--- src/hw/st_path_pkg.sv ---
/*
 * shared sizes, transfer size encoding and store request and entry types
 */
package st_path_pkg;

    // ------------------------------
    // widths
    // ------------------------------
    // address width, physical equals virtual here
    localparam int unsigned ADDR_W = 32;
    // one data word of the memory port
    localparam int unsigned DATA_W = 64;
    // one byte enable per byte of the data word
    localparam int unsigned BE_W   = DATA_W / 8;
    // transaction id carried along with every store
    localparam int unsigned TID_W  = 4;

    // ------------------------------
    // transfer size
    // ------------------------------
    typedef enum logic [1:0] {
        SZ_BYTE  = 2'b00,
        SZ_HALF  = 2'b01,
        SZ_WORD  = 2'b10,
        SZ_DWORD = 2'b11
    } st_size_e;

    // ------------------------------
    // request and entry types
    // ------------------------------
    // incoming store, data unaligned in the low bytes (102 bits)
    typedef struct packed {
        logic [ADDR_W-1:0] vaddr;
        logic [DATA_W-1:0] data;
        st_size_e          size;
        logic [TID_W-1:0]  trans_id;
    } st_req_t;

    // buffered store, data already shifted into its byte lane (110 bits)
    typedef struct packed {
        logic [ADDR_W-1:0] paddr;
        logic [DATA_W-1:0] data;
        logic [BE_W-1:0]   be;
        st_size_e          size;
        logic [TID_W-1:0]  trans_id;
    } st_entry_t;

endpackage

--- src/hw/store_unit.sv ---
`timescale 1ns/1ps
/*
 * store unit: four-phase request handshake, data re-aligner and byte enables
 */
module store_unit import st_path_pkg::*; (
    input  logic      clk_i,
    input  logic      rst_ni,
    input  logic      flush_i,
    // issue side, four-phase req/ack
    input  logic      st_req_i,
    input  st_req_t   st_req_data_i,
    output logic      st_ack_o,
    // towards the store buffer
    input  logic      push_ready_i,
    output logic      push_o,
    output st_entry_t push_entry_o
);

    typedef enum logic [1:0] {
        ST_IDLE,
        ST_PUSH,
        ST_ACK
    } state_e;

    state_e          state_q, state_d;
    st_entry_t       entry_d, entry_q;
    // byte offset inside the 64-bit word
    logic [2:0]      byte_off;
    // byte enables before shifting into the lane
    logic [BE_W-1:0] be_base;

    // ------------------------------
    // re-aligner
    // ------------------------------
    assign byte_off = st_req_data_i.vaddr[2:0];

    always_comb begin
        // run of ones given by the transfer size
        case (st_req_data_i.size)
            SZ_BYTE:  be_base = 8'b0000_0001;
            SZ_HALF:  be_base = 8'b0000_0011;
            SZ_WORD:  be_base = 8'b0000_1111;
            default:  be_base = 8'b1111_1111;
        endcase
    end

    always_comb begin
        // no translation, physical address is the virtual one
        entry_d.paddr    = st_req_data_i.vaddr;
        // shift by eight times the byte offset
        // bytes pushed past the top of the word are lost
        entry_d.data     = st_req_data_i.data << {byte_off, 3'b000};
        entry_d.be       = be_base << byte_off;
        entry_d.size     = st_req_data_i.size;
        entry_d.trans_id = st_req_data_i.trans_id;
    end

    // ------------------------------
    // handshake FSM
    // ------------------------------
    always_comb begin
        state_d = state_q;
        push_o  = 1'b0;
        case (state_q)
            ST_IDLE: begin
                // entry gets registered on the same edge
                if (st_req_i) begin
                    state_d = ST_PUSH;
                end
            end
            ST_PUSH: begin
                // a flush drops the store, still acknowledge it
                if (flush_i) begin
                    state_d = ST_ACK;
                end else if (push_ready_i) begin
                    push_o  = 1'b1;
                    state_d = ST_ACK;
                end
            end
            ST_ACK: begin
                // wait for the requester to release
                if (!st_req_i) begin
                    state_d = ST_IDLE;
                end
            end
            default: begin
                state_d = ST_IDLE;
            end
        endcase
    end

    // ack stays up for the whole ACK state
    assign st_ack_o     = (state_q == ST_ACK);
    assign push_entry_o = entry_q;

    always_ff @(posedge clk_i or negedge rst_ni) begin
        if (!rst_ni) begin
            state_q <= ST_IDLE;
        end else begin
            state_q <= state_d;
        end
    end

    // payload capture when a new request is accepted
    always_ff @(posedge clk_i) begin
        if (state_q == ST_IDLE && st_req_i) begin
            entry_q <= entry_d;
        end
    end

endmodule

--- src/hw/store_buffer.sv ---
`timescale 1ns/1ps
/*
 * store buffer: speculative and committed circular queues,
 * commit, flush and page offset matching against a load
 */
module store_buffer import st_path_pkg::*; #(
    parameter int unsigned DEPTH = 4
) (
    input  logic        clk_i,
    input  logic        rst_ni,
    input  logic        flush_i,
    // from the store unit
    input  logic        push_i,
    input  st_entry_t   push_entry_i,
    output logic        push_ready_o,
    // in-order commit
    input  logic        commit_i,
    output logic        commit_ready_o,
    // committed head towards the memory writer
    output logic        cq_valid_o,
    output st_entry_t   cq_head_o,
    input  logic        cq_pop_i,
    output logic        buf_empty_o,
    // load address check
    input  logic [11:0] page_offset_i,
    output logic        page_offset_matches_o
);

    // DEPTH is a power of two so the pointers wrap by themselves
    localparam int unsigned PTR_W = $clog2(DEPTH);
    localparam int unsigned CNT_W = PTR_W + 1;

    // speculative queue
    st_entry_t        sq_mem [DEPTH];
    logic [PTR_W-1:0] sq_rptr_q, sq_wptr_q;
    logic [CNT_W-1:0] sq_cnt_q;
    // committed queue
    st_entry_t        cq_mem [DEPTH];
    logic [PTR_W-1:0] cq_rptr_q, cq_wptr_q;
    logic [CNT_W-1:0] cq_cnt_q;

    logic             do_push, do_commit, do_pop;
    logic [DEPTH-1:0] sq_hit, cq_hit;

    // ------------------------------
    // status
    // ------------------------------
    assign push_ready_o   = (sq_cnt_q != CNT_W'(DEPTH));
    assign commit_ready_o = (sq_cnt_q != '0) && (cq_cnt_q != CNT_W'(DEPTH));
    assign cq_valid_o     = (cq_cnt_q != '0);
    assign cq_head_o      = cq_mem[cq_rptr_q];
    assign buf_empty_o    = (sq_cnt_q == '0) && (cq_cnt_q == '0);

    assign do_push   = push_i & push_ready_o;
    assign do_commit = commit_i & commit_ready_o;
    assign do_pop    = cq_pop_i & cq_valid_o;

    // ------------------------------
    // speculative queue control
    // ------------------------------
    always_ff @(posedge clk_i or negedge rst_ni) begin
        if (!rst_ni) begin
            sq_rptr_q <= '0;
            sq_wptr_q <= '0;
            sq_cnt_q  <= '0;
        end else if (flush_i) begin
            // everything not yet committed is gone
            sq_rptr_q <= '0;
            sq_wptr_q <= '0;
            sq_cnt_q  <= '0;
        end else begin
            if (do_push) begin
                sq_wptr_q <= sq_wptr_q + 1'b1;
            end
            if (do_commit) begin
                sq_rptr_q <= sq_rptr_q + 1'b1;
            end
            sq_cnt_q <= sq_cnt_q + CNT_W'(do_push) - CNT_W'(do_commit);
        end
    end

    // ------------------------------
    // committed queue control
    // ------------------------------
    // a commit in the flush cycle still lands here
    always_ff @(posedge clk_i or negedge rst_ni) begin
        if (!rst_ni) begin
            cq_rptr_q <= '0;
            cq_wptr_q <= '0;
            cq_cnt_q  <= '0;
        end else begin
            if (do_commit) begin
                cq_wptr_q <= cq_wptr_q + 1'b1;
            end
            if (do_pop) begin
                cq_rptr_q <= cq_rptr_q + 1'b1;
            end
            cq_cnt_q <= cq_cnt_q + CNT_W'(do_commit) - CNT_W'(do_pop);
        end
    end

    // storage, the commit copies the speculative head to the committed tail
    always_ff @(posedge clk_i) begin
        if (do_push) begin
            sq_mem[sq_wptr_q] <= push_entry_i;
        end
        if (do_commit) begin
            cq_mem[cq_wptr_q] <= sq_mem[sq_rptr_q];
        end
    end

    // ------------------------------
    // page offset match
    // ------------------------------
    // slot is live when its distance from the read pointer is below the count
    for (genvar i = 0; i < DEPTH; i++) begin : g_slot
        logic [PTR_W-1:0] sq_rel, cq_rel;
        assign sq_rel    = PTR_W'(i) - sq_rptr_q;
        assign cq_rel    = PTR_W'(i) - cq_rptr_q;
        // word granularity, bits 11 to 3
        assign sq_hit[i] = ({1'b0, sq_rel} < sq_cnt_q)
                           && (sq_mem[i].paddr[11:3] == page_offset_i[11:3]);
        assign cq_hit[i] = ({1'b0, cq_rel} < cq_cnt_q)
                           && (cq_mem[i].paddr[11:3] == page_offset_i[11:3]);
    end

    assign page_offset_matches_o = (|sq_hit) | (|cq_hit);

endmodule

--- src/hw/mem_writer.sv ---
`timescale 1ns/1ps
/*
 * memory writer: drains committed stores over a four-phase req/ack port
 */
module mem_writer import st_path_pkg::*; (
    input  logic      clk_i,
    input  logic      rst_ni,
    // committed queue head
    input  logic      cq_valid_i,
    input  st_entry_t cq_head_i,
    output logic      cq_pop_o,
    input  logic      buf_empty_i,
    // memory port
    output logic      mem_req_o,
    output st_entry_t mem_o,
    input  logic      mem_ack_i,
    output logic      no_st_pending_o
);

    typedef enum logic [1:0] {
        MW_IDLE,
        MW_REQ,
        MW_RELEASE
    } state_e;

    state_e state_q, state_d;
    logic   load_head;

    // start a transfer whenever a committed store waits
    assign load_head = (state_q == MW_IDLE) && cq_valid_i;

    always_comb begin
        state_d = state_q;
        case (state_q)
            MW_IDLE: begin
                if (cq_valid_i) begin
                    state_d = MW_REQ;
                end
            end
            // memory has written once ack rises
            MW_REQ: begin
                if (mem_ack_i) begin
                    state_d = MW_RELEASE;
                end
            end
            MW_RELEASE: begin
                if (!mem_ack_i) begin
                    state_d = MW_IDLE;
                end
            end
            default: begin
                state_d = MW_IDLE;
            end
        endcase
    end

    assign mem_req_o       = (state_q == MW_REQ);
    // entry leaves the queue in the cycle ack is seen low
    assign cq_pop_o        = (state_q == MW_RELEASE) && !mem_ack_i;
    assign no_st_pending_o = (state_q == MW_IDLE) && buf_empty_i;

    always_ff @(posedge clk_i or negedge rst_ni) begin
        if (!rst_ni) begin
            state_q <= MW_IDLE;
        end else begin
            state_q <= state_d;
        end
    end

    // hold the store stable while it is in flight
    always_ff @(posedge clk_i) begin
        if (load_head) begin
            mem_o <= cq_head_i;
        end
    end

endmodule

--- src/hw/st_path_top.sv ---
`timescale 1ns/1ps
/*
 * store path top: store unit, store buffer and memory writer
 */
module st_path_top import st_path_pkg::*; #(
    parameter int unsigned DEPTH = 4
) (
    input  logic        clk_i,
    input  logic        rst_ni,
    input  logic        flush_i,
    // issue side
    input  logic        st_req_i,
    input  st_req_t     st_req_data_i,
    output logic        st_ack_o,
    // commit and load check
    input  logic        commit_i,
    output logic        commit_ready_o,
    input  logic [11:0] page_offset_i,
    output logic        page_offset_matches_o,
    output logic        no_st_pending_o,
    // memory port
    output logic        mem_req_o,
    output st_entry_t   mem_o,
    input  logic        mem_ack_i
);

    // ------------------------------
    // internal links
    // ------------------------------
    logic      push, push_ready;
    st_entry_t push_entry;
    logic      cq_valid, cq_pop, buf_empty;
    st_entry_t cq_head;

    store_unit u_store_unit (
        .clk_i         (clk_i),
        .rst_ni        (rst_ni),
        .flush_i       (flush_i),
        .st_req_i      (st_req_i),
        .st_req_data_i (st_req_data_i),
        .st_ack_o      (st_ack_o),
        .push_ready_i  (push_ready),
        .push_o        (push),
        .push_entry_o  (push_entry)
    );

    store_buffer #(
        .DEPTH (DEPTH)
    ) u_store_buffer (
        .clk_i                 (clk_i),
        .rst_ni                (rst_ni),
        .flush_i               (flush_i),
        .push_i                (push),
        .push_entry_i          (push_entry),
        .push_ready_o          (push_ready),
        .commit_i              (commit_i),
        .commit_ready_o        (commit_ready_o),
        .cq_valid_o            (cq_valid),
        .cq_head_o             (cq_head),
        .cq_pop_i              (cq_pop),
        .buf_empty_o           (buf_empty),
        .page_offset_i         (page_offset_i),
        .page_offset_matches_o (page_offset_matches_o)
    );

    mem_writer u_mem_writer (
        .clk_i           (clk_i),
        .rst_ni          (rst_ni),
        .cq_valid_i      (cq_valid),
        .cq_head_i       (cq_head),
        .cq_pop_o        (cq_pop),
        .buf_empty_i     (buf_empty),
        .mem_req_o       (mem_req_o),
        .mem_o           (mem_o),
        .mem_ack_i       (mem_ack_i),
        .no_st_pending_o (no_st_pending_o)
    );

endmodule

--- config.mk ---
export PLATFORM = sky130hd
export DESIGN_NAME = st_path_top
export DESIGN_NICKNAME = d
export VERILOG_FILES = /design/src/hw/st_path_pkg.sv /design/src/hw/store_unit.sv /design/src/hw/store_buffer.sv /design/src/hw/mem_writer.sv /design/src/hw/st_path_top.sv
export SDC_FILE = /design/constraint.sdc
export NUM_CORES = 1
export LEC_CHECK = 0
export BUFFER_PORTS_ARGS = -buffer_cell sky130_fd_sc_hd__buf_2
export CAP_MARGIN = 10
export CORE_AREA = 2 2 287 502
export CTS_CLUSTER_DIAMETER = 50
export DETAILED_ROUTE_END_ITERATION = 8
export DIE_AREA = 0 0 289 504
export PLACE_DENSITY = 0.41
export SLEW_MARGIN = 10
export SYNTH_ARGS = -nofsm -noshare
export SYNTH_HDL_FRONTEND = slang
export SYNTH_SLANG_ARGS = --single-unit
--- constraint.sdc ---
create_clock -name clk_i -period 10.35 [get_ports clk_i]
set_input_delay 2.07 -clock clk_i [delete_from_list [all_inputs] [get_ports clk_i]]
set_output_delay 2.07 -clock clk_i [all_outputs]
set_load 0.005 [all_outputs]
==> summary.md <==
| Metric | Value |
|---|---|
| CTS tree | `yes` |
| Die Y | `just over 500 µm` |
| Fillers | `between 10000 and 15000` |
| Fmax | `176 MHz` |
| Setup_tns | `0 ns` |
| Synth unique cells | `a little under 50` |
| Die width | `about 290 µm` |
| CP dominant cell by count | `nor4_1` |
| Relative slew slack | `0.224` |
| Initial antenna violation count | `4` |
| CP startpoint | `u_store_buffer.sq_rptr_q[1]` |
| Synthesized area | `between 0.04 and 0.05 mm²` |
| Post-CTS sizing | `0` |
| Wire length on met2 | `roughly 52 mm` |
| Worst EP arrival | `~3.6 ns` |
| Startpoint class of the critical path | `flip-flop` |
| Final wirelength | `between 90 and 100 mm` |
| Max_cap viols | `0` |
| Hold-fix buffers, CTS | `0` |
| Vias | `between 15000 and 20000` |
| Most common cell after layout, fill and taps aside | `edfxtp_1` |
| Crit path capture type | `primary output` |
| CTS H-tree lvls | `3` |
| Worst reg2reg path depth | `3` |
| Worst-path clk slew | `about 0.06 ns` |
| First drt pass iteration count | `5` |
| Crit path max fanout | `about 60` |
| Worst skew pair latency | `just over 0.7 ns` |
| WL met1 | `~40 mm` |
| GRT overflow | `0` |
| Detailed-placement wirelength estimate | `just under 60 mm` |
| Initial core utilization | `0.298` |
| RR Startpoint | `u_store_buffer.sq_rptr_q[0]` |
| Peak VDD IR | `0.000273 V` |
| Reg2reg end | `u_store_buffer.cq_mem[0][58]` |
| Commonest cells after routing, fill and taps aside | `edfxtp_1, mux4_2, buf_2, clkbuf_16, xnor2_1` |
| RSZ-0062 raised after global routing | `false` |
| Syn Inst Count | `approximately 1900` |
| Status | `finished clean` |
| Area Overhead vs Synth | `16.5%` |
| Final worst path period share | `0.548` |
| Clock sinks | `around 1100` |
| Final Skew | `between 0.015 and 0.02 ns` |
| Critical path endpoint | `page_offset_matches_o` |
| Initial DRC count | `between 1500 and 2000` |
| Worst hold slack | `~0.5 ns` |
| #FFs+latches synth | `roughly 1100` |
| Detail Route Antenna Nets | `0` |
| Metal3 WL | `between 3 and 4 mm` |
| Kind of critical path | `flip-flop to primary output` |
| Slowest stage delay, CP | `about 1.2 ns` |
| Top sig layer | `met4` |
| Reg-to-reg setup timing slack | `between 6 and 7 ns` |
| Worst Hold Depth | `0` |
| GPL Wtd Cong | `about 0.8` |
| Die ar. | `~0.15 mm²` |
| Slew Limit Fails | `0` |
| All-layer global routing usage | `0.138` |
| Cells along the critical path | `inv_1, ha_1, a21oi_1, nor2_1, o2111ai_1, nor4_1, nor4_1, nand2_1, buf_2` |
| LEAKAGE | `around 16 nW` |
| Final hold viol count | `0` |
| Post-Synthesis Net Count | `1995` |
| Total CTS buffers | `114` |
| Max clock buf depth | `3` |
| Share of layout cells above drive strength 1 | `0.318` |
| Post-CTS Setup Inserts | `0` |
| Tightest Pin Transition | `between 1 and 1.5 ns` |
| Tmin final | `around 5.7 ns` |
| First-pass GRT wire length | `145 mm` |
| Largest net degree at the start of global routing | `about 110` |
| Worst min-delay path category | `flip-flop to flip-flop` |
| # IOs | `around 240` |
| Vias/cell | `4.59` |
| WL/cell | `about 24 µm` |
| Crit-path slowest cell | `dfrtp_4` |
| Post-Syn Area per Cell | `between 20 and 25 µm²` |
| Nets | `about 2300` |
| Port bufs | `231` |
| FP Rows | `183` |
| Critical Path RT | `around 8.3 ns` |
| Setup-failing EPs final | `0` |
| Sequential share of the synthesized area | `0.793` |
| Yosys warning total | `0` |
| Pwr dens | `about 270 mW/mm²` |
| Vias in the first global route | `20764` |
| DRC errors left | `0` |
| Root buffer cell | `clkbuf_16` |
| Core area | `~0.14 mm²` |
## power by group
group,total (mW),internal (mW),switching [mW]
Clock,4.02,2.25,1.77
Combinational,2.55,1.08,1.47
Sequential,6.66,6.20,0.460
## cell type report
cell class | instances | area, µm² | share of cell area
inverter | 25 | 93.8 | 0.00191
clock buffer | 136 | 2980 | 0.0605
tap | 1850 | 2310 | 0.0471
antenna | 2 | 5.00 | 0.000102
multi-input combinational | 620 | 8210 | 0.167
clock inverter | 78 | 704 | 0.0143
timing repair buffer | 254 | 1360 | 0.0276
sequential | 1118 | 33500 | 0.681
## how the worst min path moves through the flow
stage                                              from                      endpoint  slack (ns)
final                     u_store_unit.push_entry_o[24]  u_store_buffer.sq_mem[2][24]        0.50
after global routing       u_store_unit.push_entry_o[2]   u_store_buffer.sq_mem[2][2]        0.51
after CTS                 u_store_unit.push_entry_o[54]  u_store_buffer.sq_mem[2][54]        0.50
after detailed placement   u_store_unit.push_entry_o[6]   u_store_buffer.sq_mem[0][6]        0.48
after global placement    u_store_unit.push_entry_o[50]  u_store_buffer.sq_mem[2][50]        0.47
after floorplan            u_store_unit.push_entry_o[0]   u_store_buffer.sq_mem[0][0]        0.46
## worst max-delay path: cells and delay by family, from the launching register on
kind                     cells  cell delay [ns]
adder cells (fa/ha/maj)      1             0.37
AND/OR/NAND/NOR              4             0.59
flip-flops                   1             1.16
AO/OA/AOI/OAI                2             0.37
buffers and inverters        2             0.38
## cell families (layout without fill, tap and decap cells)
| family | count (synthesis) | in the layout | share of synthesized area |
|---|---|---|---|
| compound gates | 84 | 84 | 0.0123 |
| xor+xnor | 83 | 83 | 0.0172 |
| fa+ha+maj | 22 | 22 | 0.00688 |
| buf+inv | 115 | 493 | 0.0133 |
| flops | 1118 | 1118 | 0.793 |
| mux | 292 | 292 | 0.140 |
| other cells | 0 | 2 | 0 |
| simple gates | 139 | 139 | 0.0170 |
## sequential cells by signal (all words and copies together), names as in the netlist, 3 cells and up
signal,count
u_store_buffer.cq_mem,440
u_store_buffer.sq_mem,440
u_mem_writer.mem_o,110
u_store_unit.push_entry_o,110
u_store_buffer.cq_cnt_q,3
u_store_buffer.sq_cnt_q,3
## metal layers
metal / up-vias / GRT usage
met5: - / 0
met4: 0 / 0.0510
met3: 129 / 0.0193
met2: 454 / 0.245
met1: 9958 / 0.170
li1: 8208 / -
## through the flow
step | worst slack, ns | instances | cell area (µm²) | total power, mW | util
after floorplan | 1.56 | 1853 | 42200 | 8.30 | -
after CTS | 4.49 | 4081 | 49200 | 13.6 | 0.347
after detailed placement | 4.71 | 3867 | 45500 | 9.48 | 0.321
after global routing | 4.41 | 4082 | 49200 | 13.9 | 0.347
final | 4.68 | 4083 | 49200 | 13.2 | 0.347
after global placement | 4.74 | 3867 | 45500 | 9.40 | 0.321
## Yosys cell counts (all sizes together)
| library cell | n | area [µm²] |
|---|---|---|
| nor2b | 20 | 125 |
| and2 | 13 | 81.3 |
| o22ai | 16 | 100 |
| nor4 | 10 | 62.6 |
| xnor2 | 64 | 561 |
| mux2i | 24 | 240 |
| nor3b | 1 | 7.51 |
| a211oi | 2 | 15.0 |
| and2b | 1 | 7.51 |
| nand2b | 6 | 37.5 |
| a31oi | 1 | 21.3 |
| nand4 | 8 | 50.1 |
| inv | 25 | 93.8 |
| mux4 | 236 | 5320 |
| buf | 71 | 398 |
| a21o | 2 | 15.0 |
| o21bai | 1 | 7.51 |
| nand2 | 26 | 97.6 |
| a22oi | 1 | 7.51 |
| o32ai | 1 | 8.76 |
| o2111ai | 8 | 70.1 |
| or2 | 3 | 18.8 |
| a21boi | 1 | 7.51 |
| dfrtp | 18 | 450 |
| edfxtp | 1100 | 33000 |
| xor2 | 19 | 166 |
| o31ai | 1 | 7.51 |
| nor2 | 37 | 141 |
| clkbuf | 19 | 71.3 |
| or3 | 1 | 6.26 |
| nor3 | 7 | 45.0 |
| fa | 2 | 40.0 |
| o21ai | 20 | 100 |
| nand3 | 1 | 5.00 |
| mux2 | 32 | 360 |
| ha | 20 | 250 |
| a21oi | 28 | 140 |
| o22a | 2 | 17.5 |
| and3 | 5 | 31.3 |
(Power assumes the default switching activity.)
